$ cat config.mk
export PLATFORM = sky130hd
export DESIGN_NAME = uart_top
export DESIGN_NICKNAME = d
export VERILOG_FILES = /design/src/common/uart_cfg_pkg.sv /design/src/common/uart_reg_pkg.sv /design/src/uart_apb_regs.sv /design/src/uart_fifo.sv /design/src/uart_top.sv /design/src/uart_rx/uart_rx.sv /design/src/uart_tx/uart_tx.sv
export SDC_FILE = /design/constraint.sdc
export NUM_CORES = 1
export LEC_CHECK = 0
export ABC_CLOCK_PERIOD_IN_PS = 5500
export BUFFER_PORTS_ARGS = -buffer_cell sky130_fd_sc_hd__buf_4
export CAP_MARGIN = 20
export CORE_UTILIZATION = 31
export DETAILED_ROUTE_END_ITERATION = 8
export PLACE_DENSITY = 0.46
export SYNTH_ARGS = -nofsm -noshare
export SYNTH_HDL_FRONTEND = slang
export SYNTH_SLANG_ARGS = --single-unit
$ cat constraint.sdc
create_clock -name clk -period 5.5 [get_ports clk]
set_clock_uncertainty 0.15 [all_clocks]
set_input_delay 1.1 -clock clk [delete_from_list [all_inputs] [get_ports clk]]
set_output_delay 1.1 -clock clk [all_outputs]
set_load 0.01 [all_outputs]
$ cat src/common/uart_cfg_pkg.sv
package uart_cfg_pkg;

    // width of every data byte on both sides of the link
    localparam int MAX_DATA_BITS = 8;

    typedef enum logic [1:0] {
        NONE = 2'd0,
        EVEN = 2'd1,
        ODD  = 2'd2
    } parity_e;

    typedef enum logic [1:0] {
        ONE      = 2'd0,
        TWO      = 2'd1,
        ONE_HALF = 2'd2  // prescale x 12 cycles on the line
    } stop_e;

    // line settings shared by tx, rx and the register block
    typedef struct packed {
        logic [3:0]  data_bits;  // 5 to 8
        parity_e     parity;
        stop_e       stop;
        logic [15:0] prescale;   // bit period is prescale x 8 cycles
    } line_cfg_t;

endpackage

$ cat src/common/uart_reg_pkg.sv
package uart_reg_pkg;

    localparam logic [4:0] REG_CTRL     = 5'h00;
    localparam logic [4:0] REG_PRESCALE = 5'h04;
    localparam logic [4:0] REG_TXDATA   = 5'h08;
    localparam logic [4:0] REG_RXDATA   = 5'h0C;
    localparam logic [4:0] REG_STATUS   = 5'h10;

    typedef struct packed {
        logic        psel;
        logic        penable;
        logic        pwrite;
        logic [4:0]  paddr;
        logic [31:0] pwdata;
    } apb_req_t;

    typedef struct packed {
        logic        pready;
        logic        pslverr;
        logic [31:0] prdata;
    } apb_rsp_t;

    // STATUS register, bit 0 is tx_full
    typedef struct packed {
        logic rsvd;
        logic overrun;    // sticky, write 1 to clear
        logic frame_err;  // sticky, write 1 to clear
        logic rx_busy;
        logic tx_busy;
        logic rx_empty;
        logic tx_empty;
        logic tx_full;
    } status_t;

endpackage

$ cat src/uart_apb_regs.sv
`timescale 1ns/1ps

module uart_apb_regs (
    input  logic                                   clk,
    input  logic                                   rst,
    input  uart_reg_pkg::apb_req_t                 apb_req,
    output uart_reg_pkg::apb_rsp_t                 apb_rsp,
    output uart_cfg_pkg::line_cfg_t                cfg,
    output logic [uart_cfg_pkg::MAX_DATA_BITS-1:0] tx_in_data,
    output logic                                   tx_in_valid,
    input  logic                                   tx_in_ready,
    input  logic [uart_cfg_pkg::MAX_DATA_BITS-1:0] rx_out_data,
    input  logic                                   rx_out_valid,
    output logic                                   rx_out_ready,
    input  logic                                   tx_full,
    input  logic                                   tx_empty,
    input  logic                                   rx_empty,
    input  logic                                   tx_busy,
    input  logic                                   rx_busy,
    input  logic                                   frame_err,
    input  logic                                   overrun
);

    logic                  access;
    logic                  wr;
    logic                  rd;
    logic                  addr_ok;
    logic                  frame_err_q;
    logic                  overrun_q;
    uart_reg_pkg::status_t status;
    uart_reg_pkg::status_t wr_status;

    assign access    = apb_req.psel && apb_req.penable;
    assign wr        = access && apb_req.pwrite;
    assign rd        = access && !apb_req.pwrite;
    assign wr_status = apb_req.pwdata[7:0];

    assign addr_ok = apb_req.paddr inside {uart_reg_pkg::REG_CTRL, uart_reg_pkg::REG_PRESCALE,
                                           uart_reg_pkg::REG_TXDATA, uart_reg_pkg::REG_RXDATA,
                                           uart_reg_pkg::REG_STATUS};

    assign status = '{rsvd: 1'b0, overrun: overrun_q, frame_err: frame_err_q,
                      rx_busy: rx_busy, tx_busy: tx_busy, rx_empty: rx_empty,
                      tx_empty: tx_empty, tx_full: tx_full};

    // pop in the access cycle, the byte is on prdata at the same time
    assign rx_out_ready = rd && (apb_req.paddr == uart_reg_pkg::REG_RXDATA);

    always_comb begin
        apb_rsp.pready  = 1'b1;
        apb_rsp.pslverr = access && (!addr_ok
            || (wr && apb_req.paddr == uart_reg_pkg::REG_TXDATA && !tx_in_ready)
            || (rd && apb_req.paddr == uart_reg_pkg::REG_RXDATA && !rx_out_valid));
        case (apb_req.paddr)
            uart_reg_pkg::REG_CTRL:     apb_rsp.prdata = {24'd0, cfg.stop, cfg.parity,
                                                          cfg.data_bits};
            uart_reg_pkg::REG_PRESCALE: apb_rsp.prdata = {16'd0, cfg.prescale};
            uart_reg_pkg::REG_RXDATA:   apb_rsp.prdata = {24'd0, rx_out_data};
            uart_reg_pkg::REG_STATUS:   apb_rsp.prdata = {24'd0, status};
            default:                    apb_rsp.prdata = '0;
        endcase
    end

    always_ff @(posedge clk) begin
        if (rst) begin
            cfg         <= '{data_bits: 4'd8, parity: uart_cfg_pkg::NONE,
                             stop: uart_cfg_pkg::ONE, prescale: 16'd1};
            tx_in_valid <= 1'b0;
            frame_err_q <= 1'b0;
            overrun_q   <= 1'b0;
        end else begin
            tx_in_valid <= 1'b0;  // one-cycle push
            if (wr && apb_req.paddr == uart_reg_pkg::REG_CTRL) begin
                cfg.data_bits <= apb_req.pwdata[3:0];
                cfg.parity    <= uart_cfg_pkg::parity_e'(apb_req.pwdata[5:4]);
                cfg.stop      <= uart_cfg_pkg::stop_e'(apb_req.pwdata[7:6]);
            end
            if (wr && apb_req.paddr == uart_reg_pkg::REG_PRESCALE) begin
                cfg.prescale <= apb_req.pwdata[15:0];
            end
            if (wr && apb_req.paddr == uart_reg_pkg::REG_TXDATA && tx_in_ready) begin
                tx_in_valid <= 1'b1;
            end
            // a new pulse wins over a clear in the same cycle
            if (wr && apb_req.paddr == uart_reg_pkg::REG_STATUS) begin
                frame_err_q <= (frame_err_q && !wr_status.frame_err) || frame_err;
                overrun_q   <= (overrun_q && !wr_status.overrun) || overrun;
            end else begin
                frame_err_q <= frame_err_q || frame_err;
                overrun_q   <= overrun_q || overrun;
            end
        end
    end

    always_ff @(posedge clk) begin
        if (wr && apb_req.paddr == uart_reg_pkg::REG_TXDATA) begin
            tx_in_data <= apb_req.pwdata[7:0];
        end
    end

    assert property (@(posedge clk) disable iff (rst) apb_req.penable |-> apb_req.psel);

endmodule

$ cat src/uart_fifo.sv
`timescale 1ns/1ps

module uart_fifo #(
    parameter int DEPTH = 4
) (
    input  logic                                   clk,
    input  logic                                   rst,
    input  logic [uart_cfg_pkg::MAX_DATA_BITS-1:0] in_data,
    input  logic                                   in_valid,
    output logic                                   in_ready,
    output logic [uart_cfg_pkg::MAX_DATA_BITS-1:0] out_data,
    output logic                                   out_valid,
    input  logic                                   out_ready,
    output logic                                   empty,
    output logic                                   full
);

    localparam int AW = $clog2(DEPTH);

    logic [uart_cfg_pkg::MAX_DATA_BITS-1:0] mem [DEPTH];
    logic [AW-1:0]                          wr_ptr;
    logic [AW-1:0]                          rd_ptr;
    logic [AW:0]                            count;
    logic                                   push;
    logic                                   pop;

    assign full      = (count == (AW+1)'(DEPTH));
    assign empty     = (count == '0);
    assign in_ready  = !full;
    assign out_valid = !empty;
    assign out_data  = mem[rd_ptr];
    assign push      = in_valid && in_ready;
    assign pop       = out_valid && out_ready;

    always_ff @(posedge clk) begin
        if (push) begin
            mem[wr_ptr] <= in_data;
        end
    end

    always_ff @(posedge clk) begin
        if (rst) begin
            wr_ptr <= '0;
            rd_ptr <= '0;
            count  <= '0;
        end else begin
            if (push) wr_ptr <= wr_ptr + 1'b1;  // wraps at DEPTH
            if (pop)  rd_ptr <= rd_ptr + 1'b1;
            if (push && !pop) begin
                count <= count + 1'b1;
            end else if (pop && !push) begin
                count <= count - 1'b1;
            end
        end
    end

    assert property (@(posedge clk) disable iff (rst) count <= (AW+1)'(DEPTH));

endmodule

$ cat src/uart_top.sv
`timescale 1ns/1ps

module uart_top #(
    parameter int TX_DEPTH = 4,
    parameter int RX_DEPTH = 8
) (
    input  logic                   clk,
    input  logic                   rst,
    input  uart_reg_pkg::apb_req_t apb_req,
    output uart_reg_pkg::apb_rsp_t apb_rsp,
    input  logic                   rxd,
    output logic                   txd
);

    uart_cfg_pkg::line_cfg_t                cfg;
    logic [uart_cfg_pkg::MAX_DATA_BITS-1:0] tx_in_data;
    logic                                   tx_in_valid;
    logic                                   tx_in_ready;
    logic [uart_cfg_pkg::MAX_DATA_BITS-1:0] tx_data;
    logic                                   tx_valid;
    logic                                   tx_ready;
    logic [uart_cfg_pkg::MAX_DATA_BITS-1:0] rx_data;
    logic                                   rx_valid;
    logic                                   rx_ready;
    logic [uart_cfg_pkg::MAX_DATA_BITS-1:0] rx_out_data;
    logic                                   rx_out_valid;
    logic                                   rx_out_ready;
    logic                                   tx_full;
    logic                                   tx_empty;
    logic                                   rx_empty;
    logic                                   tx_busy;
    logic                                   rx_busy;
    logic                                   frame_err;
    logic                                   overrun;

    uart_apb_regs u_regs (
        .clk, .rst, .apb_req, .apb_rsp, .cfg,
        .tx_in_data, .tx_in_valid, .tx_in_ready,
        .rx_out_data, .rx_out_valid, .rx_out_ready,
        .tx_full, .tx_empty, .rx_empty, .tx_busy, .rx_busy, .frame_err, .overrun
    );

    uart_fifo #(.DEPTH(TX_DEPTH)) u_tx_fifo (
        .clk, .rst,
        .in_data (tx_in_data), .in_valid (tx_in_valid), .in_ready (tx_in_ready),
        .out_data (tx_data), .out_valid (tx_valid), .out_ready (tx_ready),
        .empty (tx_empty), .full (tx_full)
    );

    // rx side fullness shows up as back-pressure on uart_rx only
    uart_fifo #(.DEPTH(RX_DEPTH)) u_rx_fifo (
        .clk, .rst,
        .in_data (rx_data), .in_valid (rx_valid), .in_ready (rx_ready),
        .out_data (rx_out_data), .out_valid (rx_out_valid), .out_ready (rx_out_ready),
        .empty (rx_empty), .full ()
    );

    uart_tx u_tx (
        .clk, .rst, .cfg, .tx_data, .tx_valid, .tx_ready, .txd, .tx_busy
    );

    uart_rx u_rx (
        .clk, .rst, .rxd, .cfg, .rx_data, .rx_valid, .rx_ready,
        .rx_busy, .frame_err, .overrun
    );

endmodule

$ cat src/uart_rx/uart_rx.sv
`timescale 1ns/1ps

module uart_rx (
    input  logic                                   clk,
    input  logic                                   rst,
    input  logic                                   rxd,
    input  uart_cfg_pkg::line_cfg_t                cfg,
    output logic [uart_cfg_pkg::MAX_DATA_BITS-1:0] rx_data,
    output logic                                   rx_valid,
    input  logic                                   rx_ready,
    output logic                                   rx_busy,
    output logic                                   frame_err,
    output logic                                   overrun
);

    typedef enum logic [2:0] {
        S_IDLE,
        S_START,
        S_DATA,
        S_PARITY,
        S_STOP
    } state_e;

    state_e                                 state;
    logic                                   rxd_reg;
    logic [18:0]                            cnt;
    logic [18:0]                            bit_len;
    logic [18:0]                            half_len;
    logic [18:0]                            last_stop_len;
    logic [3:0]                             bit_idx;
    logic [uart_cfg_pkg::MAX_DATA_BITS-1:0] shreg;
    logic                                   par_acc;
    logic                                   second_stop;
    logic                                   parity_ok;

    assign bit_len  = {cfg.prescale, 3'b000} - 19'd1;
    assign half_len = {1'b0, cfg.prescale, 2'b00} - 19'd2;  // rxd register eats one cycle

    // centre of the extra stop bit, three quarters of a bit away for one and a half
    assign last_stop_len = (cfg.stop == uart_cfg_pkg::ONE_HALF)
                         ? ({1'b0, cfg.prescale, 2'b00} + {2'b00, cfg.prescale, 1'b0} - 19'd1)
                         : bit_len;

    // par_acc holds data bits xor parity bit
    assign parity_ok = (cfg.parity == uart_cfg_pkg::NONE) ||
                       (par_acc == (cfg.parity == uart_cfg_pkg::ODD));
    assign rx_busy   = (state != S_IDLE);

    always_ff @(posedge clk) begin
        if (rst) begin
            state       <= S_IDLE;
            rxd_reg     <= 1'b1;
            cnt         <= '0;
            bit_idx     <= '0;
            par_acc     <= 1'b0;
            second_stop <= 1'b0;
            rx_valid    <= 1'b0;
            frame_err   <= 1'b0;
            overrun     <= 1'b0;
        end else begin
            rxd_reg   <= rxd;
            frame_err <= 1'b0;
            overrun   <= 1'b0;
            if (rx_valid && rx_ready) begin
                rx_valid <= 1'b0;
            end
            if (cnt != '0) begin
                cnt <= cnt - 19'd1;
            end else begin
                case (state)
                    S_IDLE: begin
                        if (!rxd_reg) begin
                            cnt   <= half_len;
                            state <= S_START;
                        end
                    end
                    S_START: begin
                        if (rxd_reg) begin
                            state <= S_IDLE;  // too short for a start bit
                        end else begin
                            cnt         <= bit_len;
                            bit_idx     <= '0;
                            shreg       <= '0;
                            par_acc     <= 1'b0;
                            second_stop <= (cfg.stop != uart_cfg_pkg::ONE);
                            state       <= S_DATA;
                        end
                    end
                    S_DATA: begin
                        shreg[bit_idx[2:0]] <= rxd_reg;  // lsb first, right-aligned
                        par_acc <= par_acc ^ rxd_reg;
                        bit_idx <= bit_idx + 4'd1;
                        cnt     <= bit_len;
                        if (bit_idx == cfg.data_bits - 4'd1) begin
                            state <= (cfg.parity == uart_cfg_pkg::NONE) ? S_STOP : S_PARITY;
                        end
                    end
                    S_PARITY: begin
                        par_acc <= par_acc ^ rxd_reg;
                        cnt     <= bit_len;
                        state   <= S_STOP;
                    end
                    default: begin
                        if (rxd_reg && second_stop) begin
                            second_stop <= 1'b0;
                            cnt         <= last_stop_len;
                        end else begin
                            state <= S_IDLE;
                            if (rxd_reg && parity_ok) begin
                                rx_data  <= shreg;
                                rx_valid <= 1'b1;
                                overrun  <= rx_valid && !rx_ready;  // old byte replaced
                            end else begin
                                frame_err <= 1'b1;
                            end
                        end
                    end
                endcase
            end
        end
    end

    // pending byte only changes when an overrun replaces it
    assert property (@(posedge clk) disable iff (rst)
        rx_valid && !rx_ready |=> $stable(rx_data) || overrun);

endmodule

$ cat src/uart_tx/uart_tx.sv
`timescale 1ns/1ps

module uart_tx (
    input  logic                                   clk,
    input  logic                                   rst,
    input  uart_cfg_pkg::line_cfg_t                cfg,
    input  logic [uart_cfg_pkg::MAX_DATA_BITS-1:0] tx_data,
    input  logic                                   tx_valid,
    output logic                                   tx_ready,
    output logic                                   txd,
    output logic                                   tx_busy
);

    typedef enum logic [1:0] {
        S_IDLE,
        S_DATA,
        S_PARITY,
        S_STOP
    } state_e;

    state_e                                 state;
    logic [19:0]                            cnt;
    logic [19:0]                            bit_len;
    logic [19:0]                            stop_len;
    logic [3:0]                             bit_idx;
    logic [uart_cfg_pkg::MAX_DATA_BITS-1:0] shreg;
    logic                                   par;

    assign bit_len = {1'b0, cfg.prescale, 3'b000} - 20'd1;

    always_comb begin
        case (cfg.stop)
            uart_cfg_pkg::TWO:      stop_len = {cfg.prescale, 4'b0000} - 20'd1;
            uart_cfg_pkg::ONE_HALF: stop_len = {1'b0, cfg.prescale, 3'b000}
                                             + {2'b00, cfg.prescale, 2'b00} - 20'd1;
            default:                stop_len = bit_len;
        endcase
    end

    assign tx_ready = (state == S_IDLE);
    assign tx_busy  = (state != S_IDLE);

    always_ff @(posedge clk) begin
        if (rst) begin
            state   <= S_IDLE;
            txd     <= 1'b1;
            cnt     <= '0;
            bit_idx <= '0;
            par     <= 1'b0;
        end else if (cnt != '0) begin
            cnt <= cnt - 20'd1;
        end else begin
            case (state)
                S_IDLE: begin
                    if (tx_valid) begin
                        shreg   <= tx_data;
                        par     <= (cfg.parity == uart_cfg_pkg::ODD);  // odd starts at 1
                        txd     <= 1'b0;                               // start bit
                        cnt     <= bit_len;
                        bit_idx <= '0;
                        state   <= S_DATA;
                    end
                end
                S_DATA: begin
                    if (bit_idx == cfg.data_bits) begin
                        if (cfg.parity != uart_cfg_pkg::NONE) begin
                            txd   <= par;
                            cnt   <= bit_len;
                            state <= S_PARITY;
                        end else begin
                            txd   <= 1'b1;
                            cnt   <= stop_len;
                            state <= S_STOP;
                        end
                    end else begin
                        txd     <= shreg[0];
                        par     <= par ^ shreg[0];
                        shreg   <= shreg >> 1;
                        bit_idx <= bit_idx + 4'd1;
                        cnt     <= bit_len;
                    end
                end
                S_PARITY: begin
                    txd   <= 1'b1;
                    cnt   <= stop_len;
                    state <= S_STOP;
                end
                default: state <= S_IDLE;  // stop time over
            endcase
        end
    end

    // line rests high whenever no frame is on the wire
    assert property (@(posedge clk) disable iff (rst) !tx_busy |-> txd);

endmodule
==> metrics.md, run 1 <==
| Metric | Value |
|---|---|
| CTS H-tree depth | `1` |
| Via count | `10300` |
| Layout cells sized above 1 | `0.112` |
| Crit path DAT | `2.98 ns` |
| Internal power | `0.00369 W` |
| Seq/Total Area, Yosys | `0.451` |
| Final setup violation count | `0` |
| Slew Viols, Final | `0` |
| Logic pwr share | `0.264` |
| Hold Vio Cnt, Final | `0` |
| Cell area after synthesis | `~13000 um^2` |
| Congestion Overflow GR | `0` |
| Min Clock Period, post-route | `~4.2 ns` |
| Switching power | `0.00174 W` |
| Routed WL | `39100 um` |
| Commonest cells in the synthesized netlist | `edfxtp_1, nor2_1, nand2_1` |
| Slew @ Worst Pin | `0.931 ns` |
| Post-synth EDFFs | `between 100 and 150` |
| DP HPWL | `28900 um` |
| PortBufs | `44` |
| Max Root-Sink Buffers | `3` |
| Final Core Density | `0.357` |
| Synth area leader | `edfxtp_1` |
| First-pass GRT wire length | `60700 um` |
| #FFs+latches synth | `237` |
| Top Registers | `u_rx_fifo.mem: 64 flops, u_tx_fifo.mem: 32 flops, u_regs.cfg: 24 flops` |
| Post-synthesis instance total | `1349` |
| Initial Utilization | `0.316` |
| Number of flip-flops in the largest register | `64` |
| Core area | `42200 um^2` |
| Crit. End Element | `output port` |
| Slowest-stage cell, CP | `clkinv_1` |
| Max Clk Rate | `roughly 240 MHz` |
| Switch share | `0.321` |
| Hold buffer count at cts | `0` |
| Distinct cells, synth | `79` |
| TNS Setup | `0 ns` |
| Clock sinks | `237` |
| Row count | `75` |
| Status | `finished clean` |
| CTS tree | `built` |
| PostCTS Resize Cnt | `0` |
| Min-Delay Path Class | `register to register` |
| Post-route DRC | `0` |
| Antenna cells | `0` |
| Ys async rst share | `0` |
| Die Y-Extent | `210 um` |
| Vias per cell | `5.36` |
| Num CTS Buffers | `28` |
| Final std cells w/o fill | `1926` |
| Final ANT Viol Nets | `0` |
| Fin crit share | `0.768` |
| Overall Global Routing Usage | `0.179` |
| Crit path kind | `primary input to output port` |
| Die Width | `around 210 um` |
| CTS clk-pin slew, worst paths | `0.06 ns` |
| Crit-path max FO | `15` |
| Post-CTS Setup Bufs | `0` |
| Largest net degree at the start of global routing | `48` |
| CP dominant cell by count | `buf_4` |
| Vias in the first global route | `10100` |
| Layout area overhead | `13.0%` |
| Initial antenna violation count | `0` |
| Top cell type's share of synthesized area | `0.288` |
| Seq pwr share | `0.394` |
| Leak Pwr | `5.41 nW` |
| Register with the most flip-flops | `u_rx_fifo.mem` |
| Routability cong. | `between 0.8 and 0.9` |
| Power Dens Cells | `361 nW/um^2` |
| Critical Path, Cell by Cell | `buf_4 > nor3_1 > and3b_1 > clkinv_1 > nor2_1 > buf_4` |
| Post-Place Cells | `roughly 1900` |
| Synth top area cells | `edfxtp_1, dfxtp_1, ha_1` |
| Ports | `78` |
| Root Driver | `clkbuf_16` |
| Startpoint types | `primary input` |
| Ys flop type | `edfxtp_1` |
| Peak supply drop | `0.000241 V` |
| Ys Warns | `0` |
| Fillers | `4336` |
| Max-slew headroom | `0.377` |
| Die area | `43900 um^2` |
| Max-Cap Viols | `0` |
| NumNets Final | `~1500` |
| FF+latch area | `6030 um^2` |
| Slowest stage delay, CP | `0.50 ns` |
| RSZ-0062 raised after global routing | `false` |
| Mean routed wirelength per cell | `20.3 um` |
| Multi-input combinational cell area | `6700 um^2` |
| 1st-pass router iterations | `5` |
| Skew-Pair Late Insertion Delay | `0.58 ns` |
| Avg Inst Size Synth | `9.90 um^2` |
| Data required time of the worst path | `~4.3 ns` |
| 1st-iter DRT viols | `686` |
| Part of the power in the clock network | `0.343` |
-- layout by cell type, fill, tap and decap left out, types with 8 or more instances in the layout --
master	count
or4_1	10
nand4_1	12
mux4_2	24
nor3_1	39
nand2_1	117
and2_1	10
conb_1	17
xor2_1	26
o31ai_1	10
dfxtp_1	109
clkinv_1	8
nor4_1	14
a211oi_1	31
o21ai_0	52
edfxtp_1	128
xnor2_1	44
buf_4	59
mux2i_1	44
or3_1	16
a22oi_1	11
nor2b_1	10
a21o_1	9
o211ai_1	10
nand2b_1	12
nor2_1	128
nand3_1	22
a31oi_1	13
inv_1	73
a21oi_1	76
ha_1	57
clkbuf_16	28
mux2_2	10
-- power by group through the flow --
stage / Clock, W / Combinational, W / Sequential, W
floorplan: 0 / 0.00112 / 0.00212
global route: 0.00199 / 0.00158 / 0.00216
finish: 0.00186 / 0.00143 / 0.00214
CTS: 0.00192 / 0.00142 / 0.00214
global placement: 0 / 0.00140 / 0.00218
detailed placement: 0 / 0.00141 / 0.00218
-- final timing paths --
kind                                        end  cells after the start          start  slack [ns]
worst max-delay path                apb_rsp[10]                      6    apb_req[36]        1.27
worst min-delay path            u_rx.rx_data[0]                      0  u_rx.shreg[0]        0.28
worst max register to register     u_tx.cnt[12]                     10  u_regs.cfg[0]        1.63
worst min register to register  u_rx.rx_data[0]                      0  u_rx.shreg[0]        0.28
-- routing by layer --
metal  up-vias  GRT usage  share of wire
met4         0     0.0564          0.028
met1      5065      0.250           0.48
met3        66     0.0257          0.045
met2       233      0.283           0.45
met5         -          0              0
li1       4952          -              -
-- logic make-up (layout without fill, tap and decap cells) --
logic type / after synthesis / after routing / share of synthesized area
buffers and inverters: 163 / 186 / 0.0519
XOR/XNOR: 70 / 70 / 0.0459
multiplexers: 78 / 78 / 0.0819
flip-flops: 237 / 237 / 0.451
other: 2 / 17 / 0.000562
adder cells (fa/ha/maj): 60 / 60 / 0.0579
AO/OA/AOI/OAI: 305 / 305 / 0.153
AND/OR/NAND/NOR: 434 / 434 / 0.158
-- critical path, delay by kind of cell --
family / cells / cell delay [ns]
AND/OR/NAND/NOR: 3 / 1.03
buffers and inverters: 3 / 0.82
-- cell type report --
type,instances,share of cell area
sequential,237,0.400
inverter,75,0.0187
timing repair buffer,61,0.0317
tap,539,0.0447
multi-input combinational,964,0.444
clock inverter,12,0.0102
clock buffer,38,0.0509
-- metrics by stage --
| stage | hold WS [ns] | instance area [um^2] | setup slack [ns] | total power, W |
|---|---|---|---|---|
| after CTS | 0.281 | 15000 | 1.27 | 0.00548 |
| after global placement | 0.288 | 14100 | 1.12 | 0.00357 |
| after detailed placement | 0.293 | 14100 | 1.08 | 0.00359 |
| final | 0.284 | 15100 | 1.27 | 0.00544 |
| after floorplan | 0.263 | 13400 | 1.54 | 0.00324 |
| after global routing | 0.279 | 15100 | 1.06 | 0.00574 |
Power figures use the tool's default switching activity.
==> inputs of run 2 (changes only) <==
--- a/config.mk
+++ b/config.mk
@@ -5,7 +5,7 @@
 export SDC_FILE = /design/constraint.sdc
 export NUM_CORES = 1
 export LEC_CHECK = 0
-export ABC_CLOCK_PERIOD_IN_PS = 5500
+export ABC_CLOCK_PERIOD_IN_PS = 4200
 export BUFFER_PORTS_ARGS = -buffer_cell sky130_fd_sc_hd__buf_4
 export CAP_MARGIN = 20
 export CORE_UTILIZATION = 31
==> constraint.sdc (replaced) <==
create_clock -name clk -period 4.2 [get_ports clk]
set_clock_uncertainty 0.15 [all_clocks]
set_input_delay 0.84 -clock clk [delete_from_list [all_inputs] [get_ports clk]]
set_output_delay 0.84 -clock clk [all_outputs]
set_load 0.01 [all_outputs]
==> run 2 against run 1 <==
Hold slack improved by 0.012 ns. Clock power is 55% higher. Design area increased by 2.1%. Setup slack got worse by 0.71 ns. Sequential cell count stayed put. Critical path type is now register to output port. Largest cell class unchanged.
==> metrics.md, run 2 (synthesis gave the netlist of run 1 again) <==
| Metric | Value |
|---|---|
| 1st-pass router iterations | `5` |
| CTS H-tree depth | `1` |
| Layout cells sized above 1 | `0.132` |
| Startpoint types | `register` |
| Num CTS Buffers | `30` |
| Final Core Density | `0.365` |
| Post-Place Cells | `approximately 1900` |
| Die Width | `210 um` |
| Max-Cap Viols | `0` |
| PortBufs | `44` |
| Overall Global Routing Usage | `0.178` |
| Core area | `42200 um^2` |
| Data required time of the worst path | `3.21 ns` |
| Met2 routed WL | `17700 um` |
| Crit path kind | `register to output port` |
| Tot Pwr | `0.00756 W` |
| PostCTS Resize Cnt | `0` |
| Post-route DRC | `0` |
| Clock sinks | `237` |
| Slew @ Worst Pin | `0.938 ns` |
| Vias in the first global route | `slightly above 10000` |
| Number of flip-flops in the largest register | `64` |
| NumNets Final | `1490` |
| Final std cells w/o fill | `1949` |
| Root Driver | `clkbuf_16` |
| Top Registers | `u_rx_fifo.mem: 64 flops, u_tx_fifo.mem: 32 flops, u_regs.cfg: 24 flops` |
| Peak supply drop | `0.000373 V` |
| Initial Utilization | `0.316` |
| Max Used Layer | `met4` |
| Seq pwr share | `0.370` |
| Hold Path Depth | `2` |
| Routability cong. | `0.868` |
| Max-slew headroom | `0.373` |
| Part of the power in the clock network | `0.380` |
| Met3 wire len | `1890 um` |
| Worst r2r path cells | `10` |
| Vias per cell | `5.32` |
| Switch share | `0.311` |
| Power Dens Cells | `491 nW/um^2` |
| Via count | `10400` |
| Post-CTS Setup Bufs | `0` |
| Die Y-Extent | `roughly 210 um` |
| Hold Vio Cnt, Final | `0` |
| Final ANT Viol Nets | `0` |
| Leak Pwr | `5.59 nW` |
| Crit-path max FO | `14` |
| Routed WL | `a little under 40000 um` |
| Status | `finished clean` |
| Max Root-Sink Buffers | `3` |
| Met1 WL | `18400 um` |
| Min-Delay Path Class | `register to register` |
| Hold buffer count at cts | `0` |
| Crit path DAT | `2.64 ns` |
| Largest net degree at the start of global routing | `56` |
| CTS tree | `built` |
| Switching power | `0.00235 W` |
| DP HPWL | `29000 um` |
| Fin crit share | `0.865` |
| RSZ-0062 raised after global routing | `false` |
| Ports | `78` |
| Commonest non-fill, non-tap cells in the layout | `nor2_1, edfxtp_1, nand2_1` |
| Slew Viols, Final | `0` |
| Die area | `~44000 um^2` |
| Max Clk Rate | `275 MHz` |
| TNS Setup | `0 ns` |
| Mean routed wirelength per cell | `20.0 um` |
| Congestion Overflow GR | `0` |
| Row count | `75` |
| Final setup violation count | `0` |
| 1st-iter DRT viols | `690` |
| Final WS setup | `between 0.5 and 0.6 ns` |
| Initial antenna violation count | `0` |
| First-pass GRT wire length | `60300 um` |
| Logic pwr share | `0.249` |
| Crit. End Element | `output port` |
| Register with the most flip-flops | `u_rx_fifo.mem` |
| CTS clk-pin slew, worst paths | `around 0.06 ns` |
| Internal power | `0.00521 W` |
| Skew-Pair Late Insertion Delay | `0.58 ns` |
| Min Clock Period, post-route | `roughly 3.6 ns` |
| Setup WS pre-CTS | `0.469 ns` |
| Fillers | `4255` |
| Layout area overhead | `15.3%` |
| Antenna cells | `0` |
run 2: changes by cell type in the layout (fill, tap and decap cells not counted), sizes merged:
cell,delta
buf,+18
bufinv,+5
clkbuf,-3
clkinv,+2
clkinvlp,+2
inv,-1
run 2: critical path, cell delays in order (launching register included):
cell	delay, ns
dfxtp_1	0.40
or2_0	0.23
buf_4	0.19
nor2_1	0.55
a211oi_1	0.21
a21oi_1	0.18
o21ai_0	0.15
buf_4	0.17
run 2: worst paths after layout:
check,start,to,slack [ns]
worst max-delay path,u_rx.state[1],apb_rsp[4],0.57
worst min-delay path,u_rx.overrun,u_regs.overrun_q,0.30
worst max register to register,u_regs.cfg[3],u_rx.cnt[9],0.66
worst min register to register,u_rx.overrun,u_regs.overrun_q,0.30
run 2: layout make-up:
cell class	count	area (um^2)	share of cell area
Multi-Input combinational cell	964	6700	0.435
Clock buffer	35	779	0.0506
Clock inverter	20	343	0.0223
Timing Repair Buffer	79	593	0.0385
Inverter	75	282	0.0183
Tap cell	539	674	0.0438
Sequential cell	237	6030	0.391
run 2: power by group through the flow:
stage          combinational [W]  clock (W)  sequential, W
4_1_cts                  0.00187    0.00295        0.00280
3_5_place_dp             0.00186          0        0.00285
3_3_place_gp             0.00186          0        0.00285
6_report                 0.00189    0.00288        0.00280
5_1_grt                  0.00209    0.00303        0.00283
2_1_floorplan            0.00146          0        0.00277
run 2: stage by stage:
step,hold slack (ns),instance area [um^2]
finish,0.296,15400
global route,0.302,15400
CTS,0.282,15400
detailed placement,0.289,14300
global placement,0.275,14300
floorplan,0.263,13400
run 2: routing by layer:
metal  vias up  track usage
met4         0       0.0554
met3        72       0.0254
met2       265        0.283
met5         -            0
li1       5011            -
met1      5019        0.251
==> inputs of run 3 (changes only) <==
--- a/config.mk
+++ b/config.mk
@@ -11,6 +11,7 @@
 export CORE_UTILIZATION = 31
 export DETAILED_ROUTE_END_ITERATION = 8
 export PLACE_DENSITY = 0.46
+export RECOVER_POWER = 50
 export SYNTH_ARGS = -nofsm -noshare
 export SYNTH_HDL_FRONTEND = slang
 export SYNTH_SLANG_ARGS = --single-unit
==> run 3 against run 2 <==
The run now ends with capacitance limit, slew limit left. Sequential share of layout area grew 0.13 points. Die area is the same. Non-clock buffer count is the same. Clock power is essentially flat. Design area shrank 0.34%. Register-to-register slack lost 0.15 ns. Largest cell class unchanged. Largest power group unchanged. Highest routed layer unchanged.
==> metrics.md, run 3 (synthesis gave the netlist of run 1 again) <==
| Metric | Value |
|---|---|
| Status | `finished with violations` |
| Violated checks | `capacitance limit, slew limit` |
| Hold Path Depth | `2` |
| Part of the power in the clock network | `0.381` |
| Setup WS pre-CTS | `~0.47 ns` |
| TNS Setup | `0 ns` |
| Top Registers | `u_rx_fifo.mem: 64 flops, u_tx_fifo.mem: 32 flops, u_regs.cfg: 24 flops` |
| Slew @ Worst Pin | `2.76 ns` |
| Max-slew headroom | `-0.842` |
| Fillers | `4276` |
| Worst r2r src | `u_rx.state[2]` |
| Ports | `78` |
| Slowest-stage cell, CP | `clkbuf_1` |
| CTS clk-pin slew, worst paths | `0.06 ns` |
| Switch share | `0.312` |
| Min-Delay Path Class | `register to register` |
| Worst setup startpoint | `u_rx.state[2]` |
| Hold buffer count at cts | `0` |
| Vias per cell | `5.33` |
| Slowest stage delay, CP | `~0.99 ns` |
| Max Root-Sink Buffers | `3` |
| Tot Pwr | `0.00756 W` |
| Internal power | `0.00521 W` |
| Max-Cap Viols | `1` |
| FF+latch area | `6030 um^2` |
| Logic pwr share | `0.249` |
| Crit path kind | `register to register` |
| 1st-pass router iterations | `7` |
| Core area | `between 40000 and 50000 um^2` |
| Congestion Overflow GR | `0` |
| Final setup violation count | `0` |
| Layout cells sized above 1 | `0.122` |
| Die Y-Extent | `approximately 210 um` |
| Num CTS Buffers | `30` |
| Crit-path max FO | `25` |
| Worst r2r path cells | `7` |
| Min Clock Period, post-route | `3.69 ns` |
| First-pass GRT wire length | `60300 um` |
| Post-route cell area | `15300 um^2` |
| Clock sinks | `between 200 and 250` |
| CTS H-tree depth | `1` |
| PortBufs | `44` |
| Layout area overhead | `14.9%` |
| Row count | `between 70 and 80` |
| Post-CTS Setup Bufs | `0` |
| Data required time of the worst path | `4.40 ns` |
| Mean routed wirelength per cell | `20.1 um` |
| Initial antenna violation count | `0` |
| Post-route DRC | `0` |
| Overall Global Routing Usage | `0.178` |
| DP HPWL | `29000 um` |
| Leak Pwr | `approximately 5.5 nW` |
| Power Dens Cells | `493 nW/um^2` |
| Register with the most flip-flops | `u_rx_fifo.mem` |
| Die Width | `210 um` |
| CP dominant cell by count | `nand2_1` |
| Die area | `around 44000 um^2` |
| Root Driver | `clkbuf_16` |
| Peak supply drop | `roughly 0.00037 V` |
| Commonest non-fill, non-tap cells in the layout | `nor2_1, edfxtp_1, nand2_1` |
| Seq pwr share | `0.370` |
| CTS tree | `built` |
| Startpoint types | `register` |
| Hold Vio Cnt, Final | `0` |
| Fin crit share | `0.878` |
| RSZ-0062 raised after global routing | `false` |
| Final WS setup | `0.513 ns` |
| Antenna cells | `0` |
| Initial Utilization | `0.316` |
| Routability cong. | `between 0.8 and 0.9` |
| Via count | `around 10000` |
| Vias in the first global route | `10100` |
| PostCTS Resize Cnt | `0` |
| 1st-iter DRT viols | `747` |
| Critical Path, Cell by Cell | `clkbuf_1 > clkinv_1 > nand2_1 > nand2_1 > a221oi_2 > mux2i_1 > nor2_1` |
| Origin of the worst min-delay path | `u_rx.overrun` |
| NumNets Final | `~1500` |
| Multi-input combinational cell area | `6700 um^2` |
| Max Clk Rate | `271 MHz` |
| DP Area | `14300 um^2` |
| Final ANT Viol Nets | `0` |
| Crit path DAT | `3.89 ns` |
| Number of flip-flops in the largest register | `64` |
| Skew-Pair Late Insertion Delay | `0.58 ns` |
| Slew Viols, Final | `56` |
| Crit. End Element | `register` |
| Routed WL | `39200 um` |
| Switching power | `approximately 0.0024 W` |
| Largest net degree at the start of global routing | `56` |
-- run 3: metal layers --
metal	vias up	GRT usage	routed length, um
li1	5001	-	-
met1	5035	0.251	18300
met2	292	0.283	17700
met3	69	0.0254	2190
met4	0	0.0554	1080
met5	-	0	0
-- run 3: worst max-delay path: cells and delay by family (launching register included) --
kind | cells | cell delay [ns]
flops | 1 | 0.33
simple gates | 3 | 0.60
mux | 1 | 0.23
buf+inv | 2 | 1.72
compound gates | 1 | 0.43
-- run 3: area by class of cell --
type / count / area share
inverters: 75 / 0.0183
clock inverters: 20 / 0.0223
well taps: 539 / 0.0440
multi-input cells: 964 / 0.437
clock buffers: 35 / 0.0508
repair buffers: 79 / 0.0352
flip-flops and latches: 237 / 0.393
-- run 3: path summary, 6_finish.rpt --
path,endpoint,slack [ns]
setup / recovery,u_rx.state[2],0.51
hold / removal,u_regs.overrun_q,0.30
setup reg to reg,u_rx.state[2],0.51
hold reg to reg,u_regs.overrun_q,0.30
-- run 3: metrics by stage --
step,std cells,hold slack (ns),utilization
floorplan,1364,0.263,-
global placement,1893,0.275,0.338
detailed placement,1893,0.289,0.338
CTS,1948,0.282,0.364
global route,1949,0.308,0.363
finish,1949,0.297,0.363
-- run 3: power groups by stage --
stage	clock network, W	registers (W)	logic (W)
after floorplan	0	0.00277	0.00146
after CTS	0.00295	0.00280	0.00187
final	0.00288	0.00280	0.00188
after detailed placement	0	0.00285	0.00186
after global routing	0.00303	0.00283	0.00209
after global placement	0	0.00285	0.00186
